==> src/common/pcore_consts.svh <==
`ifndef PCORE_CONSTS_SVH
`define PCORE_CONSTS_SVH

// Datapath word and register addressing
`define XLEN         32
`define REG_ADDR_W   5

// Data memory inside the load/store unit, word addressed
`define DMEM_WORDS   256
`define DMEM_ADDR_W  8

// CSR address space and the implemented machine CSRs
`define CSR_ADDR_W   12
`define CSR_MSCRATCH 12'h340
`define CSR_MTVEC    12'h305

`endif
==> src/common/pcore_pkg.sv <==
`default_nettype none

package pcore_pkg;

    // Source of the destination register value at writeback
    typedef enum logic [2:0] {
        RD_WRB_NONE   = 3'd0,
        RD_WRB_ALU    = 3'd1,
        RD_WRB_M_ALU  = 3'd2,
        RD_WRB_INC_PC = 3'd3,
        RD_WRB_DMEM   = 3'd4,
        RD_WRB_CSR    = 3'd5
    } rd_wrb_sel_e;

    // Data memory access
    typedef enum logic [1:0] {
        MEM_NONE  = 2'd0,
        MEM_LOAD  = 2'd1,
        MEM_STORE = 2'd2
    } mem_op_e;

    // M-extension multiply, low word or one of the three high-word forms
    typedef enum logic [1:0] {
        MUL_LO  = 2'd0,
        MUL_HSS = 2'd1,
        MUL_HUU = 2'd2,
        MUL_HSU = 2'd3
    } mul_op_e;

    // Zicsr read-modify-write flavours
    typedef enum logic [1:0] {
        CSR_NONE = 2'd0,
        CSR_RW   = 2'd1,
        CSR_RS   = 2'd2,
        CSR_RC   = 2'd3
    } csr_op_e;

endpackage : pcore_pkg

`default_nettype wire

==> src/rtl/mul_unit.sv <==
`default_nettype none

`include "pcore_consts.svh"

module mul_unit import pcore_pkg::*; (
    input  logic             clk,
    input  logic             reset_i,

    input  mul_op_e          mul_op_i,
    input  logic [`XLEN-1:0] a_i,
    input  logic [`XLEN-1:0] b_i,

    output logic [`XLEN-1:0] alu_m_result_o
);

    logic                      a_signed;
    logic                      b_signed;
    logic signed [`XLEN:0]     a_ext;
    logic signed [`XLEN:0]     b_ext;
    logic signed [2*`XLEN-1:0] product;
    logic [`XLEN-1:0]          result_d;

    // MULH takes both operands signed, MULHSU only the first one
    assign a_signed = (mul_op_i == MUL_HSS) || (mul_op_i == MUL_HSU);
    assign b_signed = (mul_op_i == MUL_HSS);

    // One extra bit lets a single signed multiplier cover all forms
    assign a_ext = {a_signed & a_i[`XLEN-1], a_i};
    assign b_ext = {b_signed & b_i[`XLEN-1], b_i};

    assign product = a_ext * b_ext;

    // MUL wants the low word, the MULH variants the high word
    assign result_d = (mul_op_i == MUL_LO) ? product[`XLEN-1:0]
                                           : product[2*`XLEN-1:`XLEN];

    always_ff @(posedge clk) begin
        if (reset_i) begin
            alu_m_result_o <= '0;
        end else begin
            alu_m_result_o <= result_d;
        end
    end

endmodule : mul_unit

`default_nettype wire

==> config.mk <==
export PLATFORM = sky130hd
export DESIGN_NAME = mul_unit
export DESIGN_NICKNAME = d
export VERILOG_FILES = /design/src/common/pcore_pkg.sv /design/src/rtl/mul_unit.sv
export VERILOG_INCLUDE_DIRS = /design/src /design/src/common
export SDC_FILE = /design/constraint.sdc
export NUM_CORES = 2
export LEC_CHECK = 0
export BUFFER_PORTS_ARGS = -buffer_cell sky130_fd_sc_hd__buf_2
export CAP_MARGIN = 20
export CORE_UTILIZATION = 25
export CTS_CLUSTER_SIZE = 40
export DETAILED_ROUTE_END_ITERATION = 8
export PLACE_DENSITY_LB_ADDON = 0.15
export SKIP_CTS_REPAIR_TIMING = 1
export SYNTH_ARGS = -nofsm -noshare
export SYNTH_HDL_FRONTEND = slang
export SYNTH_SLANG_ARGS = --single-unit
==> constraint.sdc <==
create_clock -name clk -period 22.8 [get_ports clk]
set_input_delay 3.42 -clock clk [delete_from_list [all_inputs] [get_ports clk]]
set_output_delay 3.42 -clock clk [all_outputs]
set_load 0.02 [all_outputs]
Word level (Yosys, flattened, before mapping)

Cells that the tools add are included.

Flip-flop bits (word level): 32
Bits of input ports: 68

Multiply operators: 1
Mux-type cells: 1
Reductions and logical operators: 2
Equal/unequal tests: 2
Bitwise operators: 2

Operators with widths:

| kind                                                                  | count |
|---|---|
| 33-bit by 33-bit multiplier with 64-bit output                        | 1 |
| 32-bit 2-to-1 mux                                                     | 1 |
| 1-bit AND                                                             | 2 |
| 2-bit by 1-bit equality test with 1-bit output, second input constant | 1 |
| 2-bit equality test, second input constant                            | 1 |
| 2-bit logical NOT                                                     | 1 |
| 1-bit logical OR                                                      | 1 |

Logic depth before layout (Yosys ltp)

Word-level depth: 5
Mapped depth: 30

Worst setup path before layout

OpenSTA, ideal clock, no wires.

Path type: in2reg
Start: input a_i[31]
End: register alu_m_result_o[27]
Data required time: 22.683 ns
Cell stages on the path: 25
Data arrival time: 10.613 ns
Buffers on the path: 3
Setup time: 0.117 ns
Path slack: 12.069 ns
Cell sequence: clkbuf_1 and2_1 clkbuf_1 nand2_1 inv_1 fa_1 fa_1 fa_1 fa_1 inv_1 fa_1 fa_1 fa_1 fa_1 inv_1 ha_1 clkbuf_1 nand3_1 nor2_1 a31oi_1 a221o_1 nand2_1 nor2_1 a21bo_2 a32o_1

Word-level cells in the longest chain between the ends: 3

RTL lines:

| element                                          | line           | text |
|---|---|---|
| from (decl)                                      | mul_unit.sv:10 | `` input logic [`XLEN-1:0] a_i, `` |
| 1-bit AND                                        | mul_unit.sv:28 | `` assign a_ext = {a_signed & a_i[`XLEN-1], a_i}; `` |
| 33-bit by 33-bit multiplier with 64-bit output * | mul_unit.sv:31 | `assign product = a_ext * b_ext;` |
| 32-bit 2-to-1 mux *                              | mul_unit.sv:34 | `` assign result_d = (mul_op_i == MUL_LO) ? product[`XLEN-1:0] `` |
| to (signal assigned)                             | mul_unit.sv:41 | `alu_m_result_o <= result_d;` |
| to (decl)                                        | mul_unit.sv:13 | `` output logic [`XLEN-1:0] alu_m_result_o `` |

Every way passes the cells marked *; elsewhere a longest branch is shown, timed or not.
A chain may end at the register's enable or synchronous reset.

Final worst setup path

Ends and elaborated chain as after synthesis.

==> metrics.txt <==
outcome=finished, violations left; failing checks=DRC; commonest cells in the netlist=1162 x inv_1, 1125 x fa_1, 822 x nand2_1; initial antenna violation count=6; synthesized area=39000 µm²; Synth top area share=0.578; Die W=397 µm; area grow syn2layout=6.86%; vias in the first global route=30900; # nets final=5659; Post-Synthesis Net Count=5743; FP Rows=144; routed wire length=122 mm; vias per cell=4.35; Num CTS Buffers=5; Synth cell types=56; most frequent cell after synthesis=inv_1; Hold Path End=alu_m_result_o[12]; Synth Flop Type=dfxtp_1; period utilization=0.522; Antenna Nets Post-Route=0; Slowest-stage cell, CP=fa_1; CP Launch Type=input port; PortBufs=99; Hold Path Class=in -> reg; GPL Wtd Cong=0.833; hold_ws=3530 ps; Total GRT Usage=0.161; minimum clock period=11900 ps; Worst Hold Launch=reset_i; max-cap violation count=0; Max FO, Critical Path=54; hpwl dp=102 mm; Crit path arrival time=12070 ps; worst hold path cell count=2; first-pass GRT wire length=194 mm; unrepaired setup endpoints after global routing=no; vias=27400; Post-synth ARST share=0; deepest clock path buffer count=2; f_max=84.1 MHz; worst slew pin tran=1030 ps; overall die height=397 µm; core footprint=154000 µm²; synthesized area per cell=8.98 µm²; Worst Setup End Kind=register; most used cell, CP=fa_1; CP peak stage delay=680 ps; EDFF count, synth=0; setup tns final=0 ps; most area-hungry cell type in the Yosys netlist=fa_1; largest register by flop count=alu_m_result_o; DR DRC count=10; routed len/inst=19.4 µm; final core occ=0.270; DR pass1 iterations=9; DRT iter0 DRCs=1099; CTS Sinks=32; largest net degree at the start of global routing=55; relative slew slack=0.310; CTS HTree Levels=2; Synth warnings=0; layout cells sized above 1=0.0397; die area=157000 µm²; Initial Util=0.252; Ports=100; Critical path origin=a_i[31]; Mapped Cells=4338; critical path class=in -> reg; CTS tree=built; root buf cell=clkbuf_16; Req. time, crit path=22970 ps; final setup vio count=0; FF+latch count, synth=32; Hold Violations, Final=0; GR Overflow Total=0; Slew Viols, Final=0; Synth area leaders=fa_1 58%, inv_1 11%, nand2_1 7.9%; register area share after synthesis=0.0164; Regs by FF count=alu_m_result_o: 32 flops; CTS clk-pin slew, worst paths=60 ps; max reg flops=32
-- worst max-delay path by stage --
stage,to,slack [ps]
2_1_floorplan,alu_m_result_o[27],12070
3_3_place_gp,alu_m_result_o[27],10750
3_5_place_dp,alu_m_result_o[27],10630
4_1_cts,alu_m_result_o[27],10880
5_1_grt,alu_m_result_o[27],10370
6_report,alu_m_result_o[27],10900
-- per-stage QoR --
stage / instance area (µm²) / setup WS [ps] / std cells
after floorplan: 39000 / 12070 / 4338
after global routing: 41600 / 10370 / 6299
after detailed placement: 41500 / 10630 / 6291
after global placement: 41400 / 10750 / 6290
final: 41600 / 10900 / 6301
after CTS: 41600 / 10880 / 6299
-- worst max-delay path: cells and delay by family --
family | cells | cell delay (ps)
simple gates | 8 | 1710
compound gates | 3 | 840
buf+inv | 5 | 1260
fa+ha+maj | 9 | 4810
-- area by class of cell --
class | instances | area, µm²
diodes | 2 | 5.00
clock buffers | 5 | 125
clock inverters | 3 | 42.5
fillers | 16800 | 113000
inverters | 1162 | 4360
multi-input cells | 2913 | 33100
flip-flops and latches | 32 | 641
well taps | 2044 | 2560
repair buffers | 140 | 811
-- kinds of logic after synthesis --
logic type,count (synthesis),share of synthesized area
buffers and inverters,1393,0.134
adders and majority gates,1337,0.646
and+or+nand+nor,1257,0.145
AOI/OAI and AO/OA,246,0.0422
xor gates and xnor gates,71,0.0160
DFF,32,0.0164
muxes,2,0.000514
-- placed cells by master, fill, tap and decap left out, types with 5 or more instances in the layout --
cell type / n
nor2_1: 62
buf_2: 99
nand2b_1: 7
and2_1: 275
o211ai_1: 10
a31oi_1: 9
buf_4: 40
fa_1: 1125
nor2b_1: 6
a211oi_1: 13
or2_2: 10
dfxtp_1: 32
clkbuf_16: 5
nand2_1: 822
o22ai_1: 16
and3_1: 30
nand3_1: 13
nand4_1: 16
a21o_1: 35
xnor2_1: 45
a21oi_1: 73
o21bai_1: 14
nor3_1: 8
o21ai_0: 35
xor2_1: 26
inv_1: 1162
o21a_1: 5
ha_1: 212
-- layer usage --
metal | GRT usage | routed length (µm)
met5 | 0 | 23
met4 | 0.0116 | 986
met3 | 0.00447 | 2050
met2 | 0.289 | 62700
met1 | 0.224 | 56400
Power is not shown: default switching activity piles up to over one toggle a cycle in this logic, so the estimate is an artifact.
