==> src/common/pcore_consts.svh <==
`ifndef PCORE_CONSTS_SVH
`define PCORE_CONSTS_SVH

// Datapath word and register addressing
`define XLEN         32
`define REG_ADDR_W   5

// Data memory inside the load/store unit, word addressed
`define DMEM_WORDS   256
`define DMEM_ADDR_W  8

// CSR address space and the implemented machine CSRs
`define CSR_ADDR_W   12
`define CSR_MSCRATCH 12'h340
`define CSR_MTVEC    12'h305

`endif
==> src/common/pcore_pkg.sv <==
`default_nettype none

package pcore_pkg;

    // Source of the destination register value at writeback
    typedef enum logic [2:0] {
        RD_WRB_NONE   = 3'd0,
        RD_WRB_ALU    = 3'd1,
        RD_WRB_M_ALU  = 3'd2,
        RD_WRB_INC_PC = 3'd3,
        RD_WRB_DMEM   = 3'd4,
        RD_WRB_CSR    = 3'd5
    } rd_wrb_sel_e;

    // Data memory access
    typedef enum logic [1:0] {
        MEM_NONE  = 2'd0,
        MEM_LOAD  = 2'd1,
        MEM_STORE = 2'd2
    } mem_op_e;

    // M-extension multiply, low word or one of the three high-word forms
    typedef enum logic [1:0] {
        MUL_LO  = 2'd0,
        MUL_HSS = 2'd1,
        MUL_HUU = 2'd2,
        MUL_HSU = 2'd3
    } mul_op_e;

    // Zicsr read-modify-write flavours
    typedef enum logic [1:0] {
        CSR_NONE = 2'd0,
        CSR_RW   = 2'd1,
        CSR_RS   = 2'd2,
        CSR_RC   = 2'd3
    } csr_op_e;

endpackage : pcore_pkg

`default_nettype wire

==> src/rtl/writeback.sv <==
`default_nettype none

`include "pcore_consts.svh"

module writeback import pcore_pkg::*; (
    // Registered control and payload from the stage
    input  rd_wrb_sel_e            rd_wrb_sel_i,
    input  logic [`REG_ADDR_W-1:0] rd_addr_i,
    input  logic                   rd_wr_req_i,
    input  logic [`XLEN-1:0]       alu_result_i,
    input  logic [`XLEN-1:0]       pc_next_i,
    input  logic [`XLEN-1:0]       r_data_i,
    input  logic [`XLEN-1:0]       alu_m_result_i,
    input  logic [`XLEN-1:0]       csr_rdata_i,

    // Feedback to register file, forwarding and top
    output logic [`REG_ADDR_W-1:0] wrb_rd_addr_o,
    output logic [`XLEN-1:0]       wrb_rd_data_o,
    output logic                   wrb_rd_wr_req_o
);

    logic [`XLEN-1:0] rd_data;

    // Destination data mux
    always_comb begin
        case (rd_wrb_sel_i)
            RD_WRB_ALU    : rd_data = alu_result_i;
            RD_WRB_M_ALU  : rd_data = alu_m_result_i;
            RD_WRB_INC_PC : rd_data = pc_next_i;
            RD_WRB_DMEM   : rd_data = r_data_i;
            RD_WRB_CSR    : rd_data = csr_rdata_i;
            default       : rd_data = '0;
        endcase
    end

    assign wrb_rd_data_o   = rd_data;
    assign wrb_rd_addr_o   = rd_addr_i;
    assign wrb_rd_wr_req_o = rd_wr_req_i;

    // A write request raised in the stage must name a real source here
    always_comb begin
        if (rd_wr_req_i) begin
            assert final (rd_wrb_sel_i inside {RD_WRB_ALU, RD_WRB_M_ALU, RD_WRB_INC_PC,
                                               RD_WRB_DMEM, RD_WRB_CSR})
                else $error("writeback: write request with illegal select");
        end
    end

endmodule : writeback

`default_nettype wire

==> config.mk <==
export PLATFORM = sky130hd
export DESIGN_NAME = writeback
export DESIGN_NICKNAME = d
export VERILOG_FILES = /design/src/common/pcore_pkg.sv /design/src/rtl/writeback.sv
export VERILOG_INCLUDE_DIRS = /design/src /design/src/common
export SDC_FILE = /design/constraint.sdc
export NUM_CORES = 1
export LEC_CHECK = 0
export ABC_AREA = 0
export BUFFER_PORTS_ARGS = -buffer_cell sky130_fd_sc_hd__buf_2
export CORE_AREA = 2 2 79 81
export DETAILED_ROUTE_END_ITERATION = 6
export DIE_AREA = 0 0 81 83
export GPL_TIMING_DRIVEN = 0
export PLACE_DENSITY = 0.74
export RECOVER_POWER = 50
export REMOVE_ABC_BUFFERS = 1
export SLEW_MARGIN = 20
export SYNTH_ARGS = -nofsm -noshare
export SYNTH_HDL_FRONTEND = slang
export SYNTH_SLANG_ARGS = --single-unit
==> constraint.sdc <==
create_clock -name vclk -period 3.6
set_clock_uncertainty 0.15 [all_clocks]
set_input_delay 0.9 -clock vclk [all_inputs]
set_output_delay 0.9 -clock vclk [all_outputs]
set_load 0.01 [all_outputs]
== Word-level counts from Yosys, hierarchy flattened ==
Cells that the tools add are included.
Widths: inputs -> output; s select.

* Output and inout port bits: 38
* Bits in registers: 0
* Logic and storage cells: 6
* Bits of input ports: 169

* Multiplexer cells: 1
* Equality and inequality tests: 5

{| class="wikitable"
|+ Operator list
! cell !! number
|-
| $pmux 32 s5 || 1
|-
| $eq 3x2->1 const B || 2
|-
| $eq 3x3->1 const B || 2
|-
| $eq 3x1->1 const B || 1
|}

== Logic depth before layout (Yosys ltp) ==
* Depth after elaboration: 2
* Depth in mapped cells: 6
* Depth with buffers taken out: 3

== Least setup slack after synthesis ==
No wires, ideal clock.

* Path kind: input-to-output
* Start: input port rd_wrb_sel_i[0]
* End: output port wrb_rd_data_o[0]
* Path buffers: 2
* Cell stages on the path: 5
* Slack: 619 ps
* Required time: 2,550 ps
* Arrival: 1,931 ps
* Path through: buf_2 buf_2 mux2i_1 o2bb2ai_1 a221o_1

* Word-level cells in the longest chain between the ends: 2
* Elaborated cells on any way between the ends: 6
* Those cells by class: 5 x eq/ne; 1 x mux

{| class="wikitable"
|+ Ends and longest elaborated chain
! element !! RTL line !! text
|-
| from (decl) || writeback.sv:7 || <nowiki>input rd_wrb_sel_e rd_wrb_sel_i,</nowiki>
|-
| $eq 3x3->1, or another cell as far along || writeback.sv:26 || <nowiki>case (rd_wrb_sel_i)</nowiki>
|-
| $pmux 32 s5 (*) || writeback.sv:26 ||
|-
| to (decl) || writeback.sv:18 || <nowiki>output logic [`XLEN-1:0] wrb_rd_data_o,</nowiki>
|}

Mark *: on every way between the ends. The rest lies on a longest branch, timed or not.

== Worst setup path in the final report ==
* Start: input port rd_wrb_sel_i[1]
* End: output port wrb_rd_data_o[3]

The elaborated chain is that of the path after synthesis.

==> results.cfg <==
[timing]
slew_violations = 0
worst_pin_slew_ns = 0.707
setup_viol = 0
rsz0062_at_grt = false
max_slew_margin_pct = 52.9
hold_viol = 0
fin_tns_setup_ns = 0
fin_crit_ns = 3.44
fmaxAchievable_ghz = 0.291
period_share_pct = 95.5

[synthesis]
syn_area_per_cell_um2 = 8.68
synth.area.top_cells = mux2i_1, a221o_1, o2bb2ai_1
ys_types = 15
synth_cells = 126
yosysSeqAreaShare_pct = 0
synth_warnings = 0
synth_top_area_share_pct = 29.3
syn_area_um2 = 1090
synth_top_area_cell = mux2i_1

[grt]
grt_start_max_net_pins = 38
grt_first_pass_wirelength_mm = 8.18
track_usage_pct = 14.4
grt_overflow_total = 0
grt_pass1_vias = 1925
antenna_found_initial = 0

[power_and_ir_drop]
seqPwrFrac_pct = 0
internal_power_mw = 0.139
leakagePower_nw = 1.15
p_switching_mw = 0.113
p_comb_share_pct = 100.0
power.total_mw = 0.252
peakVddDrop_mv = 0.0701
pwr-share-clk_pct = 0
swShare_pct = 44.9
cellPowerDensity_nw_per_um2 = 120

[drt]
drc = 0
wl_per_cell_um = 14.7
vias_per_cell = 5.02
dr.max_layer_used = met3
wl_met2_mm = 2.94
drt_pre_antenna_iters = 4
wl_met1_mm = 2.11
drt_wl_total_mm = 5.57
final_antenna_net_count = 0
wl_met3_um = 524
vias = 1897
drtIter0Drc = 50

[status]
outcome = finished, final reports clean

[layout]
final-seq-area_um2 = 0
clkbuf_count = 0
final_cells = 378
n_fill_cell = 645
final_cell_area_um2 = 2100
drive_above_1_share_pct = 63.0
final_common_cell = buf_2
area_growth_pct = 91.8
antennaDiodeCount = 0
final_net_count = 474
mostFrequentLayoutCells = buf_2, mux2i_1, o2bb2ai_1, a221o_1, clkbuf_1
nFlopsAndLatches = 0

[placement]
io_buffers = 195
hpwlAfterDp_mm = 4.54
place.gp.congestion = 0.758
dpl_cell_area_um2 = 2080
place_inst = 376

[setup_path]
crit_buf_inv = 2
cp_cell_sequence = clkbuf_1, nand2b_2, o2bb2ai_1, a221o_1, buf_2
cp.required_ns = 2.55
worst_setup_path_start_kind = input pin
arrival_ns = 2.39
endpoint_kind = output pin
slowest_delay_ns = 0.65
worst-setup-path-type = input pin to output pin
worstPathMaxFanout = 32
crit_slowest_cell = nand2b_2
critPathTopFamily = simple AND/OR/NAND/NOR gates

[floorplanning]
fp.dieArea_um2 = 6720
start_util_pct = 18.8
die_x_um = 81
coreArea_um2 = 5820
row_count = 28
die_h_um = 83
num_io_pins = 207

[min_path]
hold_path.class = input pin to output pin

[clocking]
cts.hold.buffers_added = 0

[run]
cap_violations = 0
## logic make-up after synthesis
kind of cell    count (synthesis)  share of synthesized area, %
buf+inv                        24                          11.8
simple gates                    6                          4.35
compound gates                 64                          54.6
mux                            32                          29.3
## layer usage
metal  global-route usage [%]  up-vias
met5                        0        -
met4                    0.462        0
met3                     2.28        0
met2                     29.8      123
met1                     15.2      865
li1                         -      909
## cells in the mapped netlist
library cell / n
mux2i_1: 32
nor3b_1: 1
a221o_1: 31
and3b_1: 2
nor3b_2: 1
buf_4: 6
clkbuf_1: 3
inv_1: 1
nand2_1: 1
o2bb2ai_1: 31
a31oi_1: 1
nand2b_1: 1
o221ai_1: 1
buf_2: 13
buf_1: 1
## through the flow
step                util [%]  setup slack, ns  hold WS, ns
global route            36.1           0.0600         1.65
CTS                     36.3          0.00956         1.65
global placement        35.0            -2.66         1.65
detailed placement      35.8           -0.485         1.65
finish                  36.1            0.162         1.65
floorplan                  -           -0.506         1.65
## power by group through the flow
| stage | Clock, mW | Sequential [mW] | Combinational [mW] |
|---|---|---|---|
| floorplan | 0 | 0 | 0.105 |
| global placement | 0 | 0 | 0.243 |
| detailed placement | 0 | 0 | 0.253 |
| CTS | 0 | 0 | 0.256 |
| global route | 0 | 0 | 0.274 |
| finish | 0 | 0 | 0.252 |
## layout make-up
cell class	instances	area [um2]	share of cell area, %
multi-input cells	102	988	47.1
repair buffers	200	1010	48.2
well taps	75	93.8	4.47
inverters	1	3.75	0.179
## worst paths after layout
| check | slack (ns) | end | cells past startpoint | start |
|---|---|---|---|---|
| setup / recovery | 0.16 | wrb_rd_data_o[3] | 5 | rd_wrb_sel_i[1] |
| hold / removal | 1.65 | wrb_rd_addr_o[0] | 0 | rd_addr_i[0] |
## timing repair
item | CTS | global route
pin swaps | 1 | 0
setup endpoints to repair | 32 | 24
buffers inserted | 2 | 0
resized for setup | 3 | 1
Power figures use the tool's default switching activity.
