[config.mk]
export PLATFORM = sky130hd
export DESIGN_NAME = csr_file
export DESIGN_NICKNAME = d
export VERILOG_FILES = /design/src/common/pcore_pkg.sv /design/src/rtl/csr_file.sv
export VERILOG_INCLUDE_DIRS = /design/src /design/src/common
export SDC_FILE = /design/constraint.sdc
export NUM_CORES = 1
export LEC_CHECK = 0
export BUFFER_PORTS_ARGS = -buffer_cell sky130_fd_sc_hd__buf_4
export CELL_PAD_IN_SITES_DETAIL_PLACEMENT = 0
export CELL_PAD_IN_SITES_GLOBAL_PLACEMENT = 2
export CORE_AREA = 2 2 107 130
export CTS_CLUSTER_DIAMETER = 30
export DETAILED_ROUTE_END_ITERATION = 7
export DIE_AREA = 0 0 109 132
export PLACE_DENSITY = 0.84
export SETUP_SLACK_MARGIN = 0.05
export SYNTH_ARGS = -nofsm -noshare
export SYNTH_HDL_FRONTEND = slang
export SYNTH_SLANG_ARGS = --single-unit
export TNS_END_PERCENT = 100
[constraint.sdc]
create_clock -name clk -period 4.04 [get_ports clk]
set_clock_uncertainty 0.15 [all_clocks]
set_input_delay 0 -clock clk [delete_from_list [all_inputs] [get_ports clk]]
set_output_delay 0 -clock clk [all_outputs]
set_load 0.005 [all_outputs]
[src/common/pcore_consts.svh]
`ifndef PCORE_CONSTS_SVH
`define PCORE_CONSTS_SVH

// Datapath word and register addressing
`define XLEN         32
`define REG_ADDR_W   5

// Data memory inside the load/store unit, word addressed
`define DMEM_WORDS   256
`define DMEM_ADDR_W  8

// CSR address space and the implemented machine CSRs
`define CSR_ADDR_W   12
`define CSR_MSCRATCH 12'h340
`define CSR_MTVEC    12'h305

`endif
[src/common/pcore_pkg.sv]
`default_nettype none

package pcore_pkg;

    // Source of the destination register value at writeback
    typedef enum logic [2:0] {
        RD_WRB_NONE   = 3'd0,
        RD_WRB_ALU    = 3'd1,
        RD_WRB_M_ALU  = 3'd2,
        RD_WRB_INC_PC = 3'd3,
        RD_WRB_DMEM   = 3'd4,
        RD_WRB_CSR    = 3'd5
    } rd_wrb_sel_e;

    // Data memory access
    typedef enum logic [1:0] {
        MEM_NONE  = 2'd0,
        MEM_LOAD  = 2'd1,
        MEM_STORE = 2'd2
    } mem_op_e;

    // M-extension multiply, low word or one of the three high-word forms
    typedef enum logic [1:0] {
        MUL_LO  = 2'd0,
        MUL_HSS = 2'd1,
        MUL_HUU = 2'd2,
        MUL_HSU = 2'd3
    } mul_op_e;

    // Zicsr read-modify-write flavours
    typedef enum logic [1:0] {
        CSR_NONE = 2'd0,
        CSR_RW   = 2'd1,
        CSR_RS   = 2'd2,
        CSR_RC   = 2'd3
    } csr_op_e;

endpackage : pcore_pkg

`default_nettype wire

[src/rtl/csr_file.sv]
`default_nettype none

`include "pcore_consts.svh"

module csr_file import pcore_pkg::*; (
    input  logic                   clk,
    input  logic                   reset_i,

    input  logic                   valid_i,
    input  csr_op_e                csr_op_i,
    input  logic [`CSR_ADDR_W-1:0] csr_addr_i,
    input  logic [`XLEN-1:0]       csr_wdata_i,

    output logic [`XLEN-1:0]       csr_rdata_o
);

    logic [`XLEN-1:0] mscratch;
    logic [`XLEN-1:0] mtvec;
    logic [`XLEN-1:0] csr_old;
    logic [`XLEN-1:0] csr_new;
    logic             csr_wr;

    // Old value by address, unimplemented CSRs read zero
    always_comb begin
        case (csr_addr_i)
            `CSR_MSCRATCH : csr_old = mscratch;
            `CSR_MTVEC    : csr_old = mtvec;
            default       : csr_old = '0;
        endcase
    end

    // Read-modify-write result
    always_comb begin
        case (csr_op_i)
            CSR_RW  : csr_new = csr_wdata_i;
            CSR_RS  : csr_new = csr_old | csr_wdata_i;
            CSR_RC  : csr_new = csr_old & ~csr_wdata_i;
            default : csr_new = csr_old;
        endcase
    end

    assign csr_wr = valid_i && (csr_op_i != CSR_NONE);

    always_ff @(posedge clk) begin
        if (reset_i) begin
            mscratch <= '0;
            mtvec    <= '0;
        end else if (csr_wr) begin
            // Writes to unknown addresses fall through and are dropped
            if (csr_addr_i == `CSR_MSCRATCH) begin
                mscratch <= csr_new;
            end
            if (csr_addr_i == `CSR_MTVEC) begin
                mtvec <= csr_new;
            end
        end
    end

    // Value before this instruction's write, lined up with writeback
    always_ff @(posedge clk) begin
        csr_rdata_o <= csr_old;
    end

    assert property (@(posedge clk) disable iff (reset_i)
        valid_i |-> (!$isunknown(csr_op_i) &&
                     csr_op_i inside {CSR_NONE, CSR_RW, CSR_RS, CSR_RC}))
        else $error("csr_file: unknown CSR op on a valid instruction");

endmodule : csr_file

`default_nettype wire

After elaboration in Yosys (flattened, before gate mapping)

Cells that the tools add are included.

Order comparisons: 0
Equality and inequality tests: 5
Divide/modulo/power cells: 0
Shifts and indexed selects: 0
$add $sub $neg: 0
Multiplexer cells: 2
Bitwise gates (word level): 3
Reductions and logical operators: 4
$mul: 0

Operators by type and width:

| kind                 | count |
|---|---|
| $pmux 32 s3          | 1 |
| $pmux 32 s2          | 1 |
| $and 32x32->32       | 1 |
| $not 32->32          | 1 |
| $or 32x32->32        | 1 |
| $eq 12x10->1 const B | 2 |
| $eq 2x2->1 const B   | 2 |
| $reduce_and 2->1     | 2 |
| $eq 2x1->1 const B   | 1 |
| $reduce_bool 2->1    | 1 |
| $logic_and 1x1->1    | 1 |

Memories: 0
Bits in writable memories: 0
Bits in latches: 0
Word-level logic and storage cells: 17
Memory bits (read-only): 0
Bits of input ports: 49
Register bits: 96
Output and inout bits: 32

Depth between registers and ports, before layout

Word-level depth: 4
Gate-level depth with buffers: 7
Mapped depth without buffers: 4

Worst setup path before layout

No wires, ideal clock.

Path kind: in2reg
Start point: in csr_addr_i[11]
End point: reg mscratch[11]
Setup time: 0.070 ns
Stages on the path: 7
Arrival time: 1.730 ns
Path buffers: 3
Setup slack: 2.089 ns
Required time: 3.820 ns
Path through: or4_1 -> buf_2 -> or2_0 -> or4_1 -> buf_2 -> buf_6 -> o2bb2ai_1

Longest elaborated chain between the ends: 4
Elaborated cells on any way between the ends: 7
Classes of those cells: 2 x eq/ne; 2 x mux; 2 x bitwise; 1 x reduce/logical

Ends and longest elaborated chain:

| item                                                   | line                           | source |
|---|---|---|
| start, declared                                        | csr_file.sv:11                 | `` input logic [`CSR_ADDR_W-1:0] csr_addr_i, `` |
| $eq 12x10->1                                           | csr_file.sv:25                 | `case (csr_addr_i)` |
| $pmux 32 s2                                            | csr_file.sv:25                 |  |
| $and 32x32->32 / $or 32x32->32 (equally long branches) | csr_file.sv:37, csr_file.sv:36 |  |
| $pmux 32 s3                                            | csr_file.sv:34                 | `case (csr_op_i)` |
| end signal, assigned                                   | csr_file.sv:51                 | `mscratch <= csr_new;` |
| end, declared                                          | csr_file.sv:17                 | `` logic [`XLEN-1:0] mscratch; `` |

Parallel ways exist; a longest one is shown, timed or not.
A chain may end at the register's enable or synchronous reset.

Worst setup path in the final report

Start point: in csr_addr_i[11]
End point: reg mscratch[20]

Same word-level chain as after synthesis.

==> metrics <==
Commonest cells post-synth=dfxtp_1, o2bb2ai_1, clkbuf_1, nand2_1, xnor2_1; Root Buffer=clkbuf_16; DRC=0; DRT iter0 DRCs=205; Critical Path Fanout Max=31; nets=581; Worst R2R Setup Slack=1.79 ns; critical path required time=4.15 ns; total of max-cap violations=0; largest net degree at the start of global routing=66; syn avg cell area=9.84 sq um; multi-input logic area=2370 sq um; Worst Hold Class=in2reg; leading area contributor after synthesis=dfxtp_1; Yosys Warn Count=0; Distinct cells, synth=30; final worst slack=1.57 ns; Slew headroom=16.5%; share of cells above drive strength 1=19.2%; DIE HEIGHT=132 um; clk_lat worst skew=0.34 ns; Post-synth EDFFs=0; vias per cell=5.49; Hold Path Origin=csr_op_i[0]; Die ar.=14400 sq um; synthesized netlist cell count=459; H-tree Lvls=3; Clock Path Buffers=2; #FFs+latches synth=96; DP Worst Slack=1.24 ns; clock slew at reported path FFs=0.07 ns; startpoint types=input pin; Die Span X=109 um; worst reg2reg path endpoint=mscratch[7]; synthesized cell area=4510 sq um; Routed WL=12700 um; grt total ovfl=0; all-layer global routing usage=18.1%; Sequential cell area=1920 sq um; setup TNS=0 ns; status=complete, no violations; I/O pin cnt=81; Tcrit/Tclk final=61.0%; Core Box Area=13100 sq um; CTS Buf Count=9; R2R cell count=4; Rows=46; Crit. End Element=flip-flop; Reg-to-Reg Start=mscratch[7]; worst slew pin tran=1.25 ns; top-count cell post-synth=dfxtp_1; DR WL/cell=18.0 um; global-route wire length before repair=20600 um; peak supply drop=0.178 mV; Synth area leaders=dfxtp_1, o2bb2ai_1, or4bb_1; Starting Density=34.6%; unrepaired setup endpoints after global routing=no; min Tclk post-route=2.47 ns; Worst Path Arrival=2.58 ns; WHS Path Cells=4; Pre-antenna DRT Iters=5; vias in the first global route=3984; power per cell area=348 nW/um^2; DR vias=3872; Final Hold Fails=0; asr flop ratio synth=0%; initial antenna violation count=0; Synth top area share=42.6%; CTS sink count=96; sequential area share after synthesis=42.6%; Area Growth Syn to Fin=27.6%; setup bufs post-CTS=0; TritonCTS clock tree=yes; post-route ant nets=0; fmax=406 MHz; DP HPWL=7000 um; ant diodes=0; syn nets=508; # setup viols final=0; gpl congestion=0.682; final-report max-slew violation count=0; Worst Hold Endpoint=mtvec[20]; leakage power=0.00193 uW; Worst Path Class, Setup=in2reg; IO Port Bufs=80; post-cts resize count=0; ys flop type=dfxtp_1; # fillers=1265
## metrics by stage
stage / instances / power [uW] / hold WS [ns] / instance area (sq um) / util [%]
after global routing: 705 / 2080 / 0.0987 / 5760 / 44.1
after detailed placement: 656 / 1180 / 0.229 / 5140 / 39.4
after CTS: 705 / 2030 / 0.0762 / 5760 / 44.1
final: 705 / 2000 / 0.0744 / 5760 / 44.1
after floorplan: 459 / 1100 / 0.0670 / 4510 / -
after global placement: 656 / 1170 / 0.231 / 5140 / 39.4
## repair_timing
item,in CTS,in global routing
hold buffers,33,0
endpoints found under the hold margin,63,0
setup endpoints to repair,0,0
## metal layers
metal	share of wire (%)	global-route usage, %
met2	49	30.1
met4	0.97	5.63
met5	0	0
met3	3.1	3.46
met1	47	23.3
## kinds of logic (layout without fill, tap and decap cells)
kind of cell / after synthesis / in the layout / synth area share [%]
AOI/OAI and AO/OA: 131 / 131 / 22.8
xor gates and xnor gates: 32 / 32 / 6.21
buffers and inverters: 57 / 135 / 5.43
DFF: 96 / 96 / 42.6
and+or+nand+nor: 143 / 143 / 23.0
## state kept, by name (all words and copies together), names as in the netlist
name and cells:
csr_rdata_o 32, mscratch 32, mtvec 32
## cell type report
class | instances | area share [%]
Sequential cell | 96 | 33.4
Tap cell | 168 | 3.65
Multi-Input combinational cell | 306 | 41.1
Timing Repair Buffer | 118 | 16.8
Inverter | 1 | 0.0652
Clock inverter | 2 | 0.217
Clock buffer | 14 | 4.76
## critical path: stages
cell and delay, ns:
buf_4 0.10, or4_1 0.74, or2_0 0.30, or4_1 1.07, o2bb2ai_1 0.34
## cells in the final DEF (no fill, tap or decap), types with 9 or more instances in the layout
cell type       n
a2111oi_0      23
and2_1         31
buf_4          85
clkbuf_16       9
dfxtp_1        96
dlygate4sd3_1  33
nand2_1        35
nand4b_1       31
o21ai_0        19
o21ai_1        14
o2bb2ai_1      62
or4bb_1        26
xnor2_1        32
## worst max-delay path by stage
stage | start | slack (ns) | end
floorplan | csr_addr_i[11] | 2.09 | mscratch[11]
detailed placement | csr_addr_i[11] | 1.24 | mscratch[20]
global route | csr_addr_i[11] | 1.48 | mscratch[28]
global placement | csr_addr_i[11] | 1.30 | mscratch[29]
finish | csr_addr_i[11] | 1.57 | mscratch[20]
CTS | csr_addr_i[11] | 1.59 | mscratch[20]
## power breakdown
part	internal [uW]	total, uW	leakage [uW]	switching (uW)
Clock	468	827	0.000139	359
Sequential	946	946	0.000773	0.0159
Combinational	106	231	0.00102	125
Note: power is estimated with default switching activity, not from simulation.
