$ cat config.mk
export PLATFORM = sky130hd
export DESIGN_NAME = fwd_unit
export DESIGN_NICKNAME = d
export VERILOG_FILES = /design/src/rtl/fwd_unit.sv
export VERILOG_INCLUDE_DIRS = /design/src /design/src/common
export SDC_FILE = /design/constraint.sdc
export NUM_CORES = 1
export LEC_CHECK = 0
export ABC_AREA = 1
export BUFFER_PORTS_ARGS = -buffer_cell sky130_fd_sc_hd__buf_2
export CELL_PAD_IN_SITES_DETAIL_PLACEMENT = 1
export CELL_PAD_IN_SITES_GLOBAL_PLACEMENT = 2
export CORE_MARGIN = 10
export CORE_UTILIZATION = 12
export DETAILED_ROUTE_END_ITERATION = 8
export PLACE_DENSITY = 0.91
export RECOVER_POWER = 25
export SLEW_MARGIN = 20
export SYNTH_ARGS = -nofsm -noshare
export SYNTH_HDL_FRONTEND = slang
export SYNTH_SLANG_ARGS = --single-unit
$ cat constraint.sdc
create_clock -name vclk -period 1.1
set_input_delay 0.11 -clock vclk [all_inputs]
set_output_delay 0.11 -clock vclk [all_outputs]
set_load 0.01 [all_outputs]
$ cat src/common/pcore_consts.svh
`ifndef PCORE_CONSTS_SVH
`define PCORE_CONSTS_SVH

// Datapath word and register addressing
`define XLEN         32
`define REG_ADDR_W   5

// Data memory inside the load/store unit, word addressed
`define DMEM_WORDS   256
`define DMEM_ADDR_W  8

// CSR address space and the implemented machine CSRs
`define CSR_ADDR_W   12
`define CSR_MSCRATCH 12'h340
`define CSR_MTVEC    12'h305

`endif
$ cat src/rtl/fwd_unit.sv
`default_nettype none

`include "pcore_consts.svh"

module fwd_unit (
    // Decode source addresses and the register file's view of them
    input  logic [`REG_ADDR_W-1:0] rs1_addr_i,
    input  logic [`REG_ADDR_W-1:0] rs2_addr_i,
    input  logic [`XLEN-1:0]       rf_rs1_data_i,
    input  logic [`XLEN-1:0]       rf_rs2_data_i,

    // Value being written back this cycle
    input  logic [`REG_ADDR_W-1:0] wrb_rd_addr_i,
    input  logic [`XLEN-1:0]       wrb_rd_data_i,
    input  logic                   wrb_rd_wr_req_i,

    output logic [`XLEN-1:0]       rs1_data_o,
    output logic [`XLEN-1:0]       rs2_data_o
);

    logic rs1_hit;
    logic rs2_hit;

    // No x0 check needed, the write request already excludes it
    assign rs1_hit = wrb_rd_wr_req_i && (rs1_addr_i == wrb_rd_addr_i);
    assign rs2_hit = wrb_rd_wr_req_i && (rs2_addr_i == wrb_rd_addr_i);

    assign rs1_data_o = rs1_hit ? wrb_rd_data_i : rf_rs1_data_i;
    assign rs2_data_o = rs2_hit ? wrb_rd_data_i : rf_rs2_data_i;

endmodule : fwd_unit

`default_nettype wire

After elaboration in Yosys (flattened, before gate mapping)
Cells that the tools add are included.
{"block": "word_totals", "ff_bits": 0, "inputBits": 112, "word_cells": 6}
{"block": "op_classes", "n_eq_ne": 2, "n_mux": 2, "reduce_logical": 2}
{"cell": "$mux 32", "count": 2}
{"cell": "$eq 5x5->1", "count": 2}
{"cell": "$logic_and 1x1->1", "count": 2}

Logic depth before layout (Yosys ltp)
Gate-level depths: netlist of the first run.
{"block": "logic_depth", "depth_word": 3, "depth_mapped": 8}

Worst setup path after synthesis of the first run
No wires, ideal clock.
{"block": "synth_timing", "path_kind": "input to output", "from": "in rs2_addr_i[3]", "to": "out rs2_data_o[10]", "t_arrival_ns": 0.797, "setup_slack_ns": 0.193, "path_stages": 7, "path_buffers": 1, "cell_sequence": "inv_1 -> nand2_1 -> nand2_1 -> nor2_2 -> buf_6 -> nand3_1 -> nand2_1"}
{"block": "synth_via", "elab_chain_len": 3}
{"item": "start, declared", "line_no": "fwd_unit.sv:8", "text": "input logic [`REG_ADDR_W-1:0] rs2_addr_i,"}
{"item": "$eq 5x5->1", "line_no": "fwd_unit.sv:26", "text": "assign rs2_hit = wrb_rd_wr_req_i && (rs2_addr_i == wrb_rd_addr_i);"}
{"item": "$logic_and 1x1->1", "line_no": "fwd_unit.sv:26"}
{"item": "$mux 32", "line_no": "fwd_unit.sv:29", "text": "assign rs2_data_o = rs2_hit ? wrb_rd_data_i : rf_rs2_data_i;"}
{"item": "end, declared", "line_no": "fwd_unit.sv:18", "text": "output logic [`XLEN-1:0] rs2_data_o"}
Every way passes these cells.

Worst setup path after layout of the first run
{"block": "layout_timing", "from": "in wrb_rd_addr_i[4]", "to": "out rs2_data_o[7]"}
{"block": "layout_via", "elab_chain_len": 3}
{"item": "start, declared", "line_no": "fwd_unit.sv:13", "text": "input logic [`REG_ADDR_W-1:0] wrb_rd_addr_i,"}
{"item": "$eq 5x5->1", "line_no": "fwd_unit.sv:26"}
{"item": "$logic_and 1x1->1", "line_no": "fwd_unit.sv:26"}
{"item": "$mux 32", "line_no": "fwd_unit.sv:29"}
Every way passes these cells.

==> results_dict.tcl, run 1 <==
set metrics [dict create \
    critPathCaptureType "output port" \
    grt_pass1_wl_mm 14.41 \
    whs_ns 0.4974 \
    antenna_found_initial 0 \
    cp-start-kind "primary input" \
    clkbuf_count 0 \
    status "complete, but fails checks" \
    rsz0062_at_grt "true" \
    netlist_area_um2 1300 \
    avgRoutedWirePerCell_um 19.36 \
    hold_violations 0 \
    nets 587 \
    cpPeakStageDelay_ns 0.15 \
    grt_overflow_total 0 \
    grt-busiest-layer "met2" \
    grt_util_met3_pct 2.353 \
    route.detailed.drc 0 \
    fin_crit_ns 1.350 \
    die_h_um 124.1 \
    port_buffers 176 \
    powerDensity_nw_per_um2 406.1 \
    synth_warnings 0 \
    final_antenna_net_count 0 \
    firstDrtPassIters 4 \
    synth.avg_cell_area_um2 4.610 \
    drt_iter0_drc 87 \
    layout.area.seq_um2 0 \
    total_power_w 0.001578 \
    path_class "in -> out" \
    period_share_pct 122.8 \
    grt_pass1_vias 2718 \
    crit_slowest_cell "buf_12" \
    drive_above_1_share_pct 75.26 \
    max_freq_mhz 740.5 \
    gp_congestion 0.8298 \
    synth-seq-area-share_pct 0 \
    grt_use_total_pct 11.49 \
    synth_cells 282 \
    tightest_slew_ns 0.2335 \
    final_cell_mix "buf_2, nand2_1, nand2_2, buf_6, nand2_4" \
    cp_cell_sequence "buf_12 -> inv_8 -> nand2_2 -> nand2_2 -> nand2_2 -> nor2_4 -> buf_12 -> buf_8 -> nand3_1 -> nand2_1 -> buf_2" \
    drt_wl_total_mm 11.79 \
    core_um2 10460 \
    grt_use_met2_pct 21.87 \
    use_met1_pct 13.38 \
    place_inst 587 \
    finalSetupViolCount 64 \
    die_area_um2 15400 \
    crit_top_cell "nand2_2" \
    crit_arrival_ns 1.24 \
    relSlewSlack_pct 84.38 \
    grt_start_max_net_pins 33 \
    die_x_um 124.1 \
    hold_class "in -> out" \
    synth_cell_types 14 \
    worstPathRequired_ns 0.99 \
    slew_viol_final 0 \
    seq_cell_count 0 \
    setup_slack_ns -0.2504 \
    rows 37 \
    num_vias 2635 \
    syn_to_final_growth_pct 198.9 \
    maxCapViolations 0 \
    hpwl_mm 8.025 \
    ios 176 \
    cp_max_fo 6 \
    final_common_cell "buf_2" \
    fin_cells 609 \
    cts-hold-fix-buffers 0 \
    viasPerCell 4.327 \
    p_leak_nw 1.960 \
    antenna_cells 0 \
    initial_core_util_pct 12.43 \
    violations "setup timing" \
    ir_worst_vdd_mv 0.1744 \
    synth_fp_nets 394 \
]
==> repair_timing <==
item | 4_1_cts | 5_1_grt
setup endpoints to repair | 64 | 64
gates cloned | 5 | 10
gates resized for setup | 102 | 201
pin swaps | 15 | 55
buffers inserted | 3 | 4
==> layer usage <==
metal / vias up / wire length, µm
met2: 115 / 6290
met4: 0 / 68
li1: 1280 / -
met5: - / 0
met3: 4 / 1058
met1: 1236 / 4375
==> per-stage QoR <==
stage / instance area, µm² / setup TNS [ns] / utilization (%) / setup slack (ns)
CTS: 2775 / -8.608 / 26.52 / -0.1601
floorplan: 1300 / 0 / - / 0.1931
global placement: 2291 / -9.837 / 21.90 / -0.2409
global route: 3886 / -12.91 / 37.14 / -0.2934
finish: 3886 / -9.058 / 37.14 / -0.2504
detailed placement: 2291 / -11.32 / 21.90 / -0.2577
==> synthesized netlist by cell type <==
library cell	count	area [µm²]
nor2_1	8	30.03
a21oi_1	1	5.000
a21oi_2	1	8.760
inv_2	4	15.01
nor2_4	1	11.26
inv_1	10	37.54
xor2_1	2	17.52
nand2_1	165	619.3
nand3_2	2	20.02
buf_4	6	45.04
buf_6	12	135.1
nand2_2	1	6.260
nand3_1	66	330.3
nor2_2	3	18.77
==> critical path: cells and delay by family <==
family / cells / cell delay (ns)
simple gates: 6 / 0.52
buf+inv: 5 / 0.60
==> report_power, final <==
part | internal (W) | total, W | switching (W) | leakage, nW
clock network | 0 | 0 | 0 | 0
registers | 0 | 0 | 0 | 0
logic | 0.000778 | 0.00158 | 0.000800 | 1.96
==> layout make-up <==
class	count	area, µm²
inverter	14	87.58
timing repair buffer	209	1837
tap	136	170.2
multi-input combinational	250	1792
fill	1301	6576
==> kinds of logic after synthesis <==
family	count (synthesis)	share of synthesized area, %
compound gates	2	1.058
simple gates	246	79.69
xor+xnor	2	1.348
buf+inv	32	17.90
==> path summary, 6_finish.rpt <==
check,start,endpoint,slack [ns],cells past startpoint
min,rf_rs1_data_i[27],rs1_data_o[27],0.50,4
max,wrb_rd_addr_i[4],rs2_data_o[7],-0.25,11
No activity file was read; power rests on OpenSTA's default activity.
==> inputs of run 2 (changes only) <==
--- a/config.mk
+++ b/config.mk
@@ -6,14 +6,14 @@
 export SDC_FILE = /design/constraint.sdc
 export NUM_CORES = 1
 export LEC_CHECK = 0
-export ABC_AREA = 1
 export BUFFER_PORTS_ARGS = -buffer_cell sky130_fd_sc_hd__buf_2
 export CELL_PAD_IN_SITES_DETAIL_PLACEMENT = 1
 export CELL_PAD_IN_SITES_GLOBAL_PLACEMENT = 2
 export CORE_MARGIN = 10
-export CORE_UTILIZATION = 12
+export CORE_UTILIZATION = 15
 export DETAILED_ROUTE_END_ITERATION = 8
-export PLACE_DENSITY = 0.91
+export MAX_ROUTING_LAYER = met4
+export PLACE_DENSITY = 0.9
 export RECOVER_POWER = 25
 export SLEW_MARGIN = 20
 export SYNTH_ARGS = -nofsm -noshare
==> run 2 against run 1 <==
Against the previous run:
- the run still ends with setup timing left
- cell count shrank 39%
- hold slack gained 0.019 ns
- cell area shrank 27%
- maximum frequency shrank 22%
- global-route usage shrank 1.3 points
- critical path type unchanged
- largest power group unchanged
==> results_dict.tcl, run 2 <==
set metrics [dict create \
    fill_cells 894 \
    period_share_pct 157.8 \
    multiInputGateArea_um2 1097 \
    p_leak_nw 1.453 \
    setup_slack_ns -0.6357 \
    drt_wl_total_mm 7.245 \
    netlist_area_um2 1201 \
    max_freq_mhz 576.1 \
    fin_crit_ns 1.736 \
    die_h_um 109.5 \
    final_common_cell "buf_2" \
    fin_setup_tns_ns -37.28 \
    cp_max_fo 5 \
    combPwrFrac_pct 100.0 \
    viasPerCell 3.965 \
    synth.largest_area_cell "mux2_4" \
    firstDrtPassIters 3 \
    cp-start-kind "primary input" \
    slew_viol_final 0 \
    final_antenna_net_count 0 \
    rsz0062_at_grt "true" \
    cts-hold-fix-buffers 0 \
    drt_iter0_drc 37 \
    relSlewSlack_pct 83.85 \
    avgRoutedWirePerCell_um 19.48 \
    grt_pass1_vias 1725 \
    hold_class "in -> out" \
    synth_area_leaders "mux2_4, buf_12, xor2_1" \
    netlist.area_leader.share_pct 75.00 \
    synth_fp_nets 198 \
    synth.avg_cell_area_um2 13.97 \
    finalSetupViolCount 64 \
    synth_cell_types 8 \
    status "complete, but fails checks" \
    clkbuf_count 0 \
    power.internal_w 0.0006601 \
    p_sw_w 0.0003528 \
    nets 383 \
    p_clk_share_pct 0 \
    synth.most_common_cell "mux2_4" \
    grt_use_total_pct 10.22 \
    hpwl_mm 5.900 \
    synth_common_cells "mux2_4, xor2_1, buf_12" \
    core_um2 7767 \
    ir_worst_vdd_mv 0.1014 \
    die_x_um 109.5 \
    maxCapViolations 0 \
    synth_warnings 0 \
    hold_violations 0 \
    path_class "in -> out" \
    holdCritStartpoint "rf_rs2_data_i[21]" \
    seq_cell_count 0 \
    synth-seq-area-share_pct 0 \
    powerDensity_nw_per_um2 355.7 \
    fin_util_pct 36.66 \
    num_vias 1475 \
    violations "setup timing" \
    ios 176 \
    final_cell_mix "buf_2, buf_6, mux2_4, buf_12, xor2_1" \
    tightest_slew_ns 0.2401 \
    switching_share_pct 34.83 \
    critPathCaptureType "output port" \
    holdPathStages 3 \
    dp_slack_ns -0.6691 \
    die_area_um2 11990 \
    port_buffers 176 \
    min_to "rs2_data_o[21]" \
    crit_arrival_ns 1.63 \
    worstPathRequired_ns 0.99 \
    grt_pass1_wl_mm 9.335 \
    route.detailed.drc 0 \
    grt_overflow_total 0 \
    gp_congestion 0.8197 \
    drive_above_1_share_pct 96.28 \
    initial_core_util_pct 15.46 \
    grt_start_max_net_pins 16 \
    synth_cells 86 \
    antenna_found_initial 0 \
    rows 32 \
    seqPwrFrac_pct 0 \
    layout.area.seq_um2 0 \
    total_power_w 0.001013 \
    syn_to_final_growth_pct 137.1 \
]
[run 2: cell types whose count changed in the layout (fill, tap and decap cells not counted), sizes merged, moves of 6 or more]
cell    previous run  this run
nor2              12         0
nand2            166         0
clkbuf             8         2
mux2               0        64
inv               14         0
nand3             68         0
xor2               2         8
buf              201       189
[run 2: cells by family (layout without fill, tap and decap cells)]
| family | after synthesis | after routing | synth area share, % |
|---|---|---|---|
| XOR/XNOR | 10 | 10 | 7.292 |
| buffers and inverters | 8 | 191 | 11.88 |
| multiplexers | 64 | 64 | 78.75 |
| other | 0 | 1 | 0 |
| AND/OR/NAND/NOR | 4 | 4 | 2.083 |
[run 2: power by group through the flow]
stage	sequential [W]	clock [W]	combinational (W)
3_5_place_dp	0	0	0.000766
4_1_cts	0	0	0.000982
6_report	0	0.000000000122	0.00101
2_1_floorplan	0	0	0.000370
3_3_place_gp	0	0	0.000745
5_1_grt	0	0	0.00108
[run 2: per-layer routing]
layer | GRT usage (%) | vias up | wire length [µm]
met2 | 21.59 | 87 | 4207
met5 | - | - | 0
met4 | 1.580 | 0 | 97
li1 | - | 687 | -
met3 | 2.224 | 6 | 649
met1 | 8.959 | 695 | 2291
[run 2: critical path: stages]
cell and delay (ns):
buf_2 0.11, xor2_2 0.17, nor4_1 0.24, and3_4 0.33, buf_12 0.13, buf_16 0.10
mux2_4 0.30, buf_6 0.12
[run 2: layout make-up]
class                           instances  share of cell area (%)
Antenna cell                            1                 0.08787
Timing Repair Buffer                  191                   56.90
Multi-Input combinational cell         78                   38.53
Tap cell                              102                   4.482
[run 2: worst max-delay path by stage]
| stage | to | startpoint | cells past startpoint |
|---|---|---|---|
| 6_report | rs1_data_o[8] | rs1_addr_i[4] | 8 |
| 5_1_grt | rs2_data_o[16] | rs2_addr_i[0] | 8 |
| 4_1_cts | rs2_data_o[23] | rs2_addr_i[3] | 8 |
| 3_5_place_dp | rs2_data_o[31] | wrb_rd_addr_i[3] | 7 |
| 3_3_place_gp | rs2_data_o[31] | wrb_rd_addr_i[3] | 7 |
| 2_1_floorplan | rs1_data_o[10] | wrb_rd_addr_i[3] | 6 |
[run 2: metrics by stage]
step | instances | hold WS (ns) | area (µm²)
floorplan | 86 | 0.3546 | 1201
global placement | 361 | 0.5333 | 2157
detailed placement | 361 | 0.5355 | 2157
CTS | 369 | 0.5181 | 2735
global route | 371 | 0.5245 | 2845
finish | 372 | 0.5168 | 2848
[run 2: repair_timing]
item / CTS / global route
gates resized for setup: 74 / 21
endpoints found under the hold margin: 0 / 0
setup endpoints to repair: 64 / 64
pin swaps: 7 / 3
buffers inserted: 4 / 3
gates cloned: 4 / 2
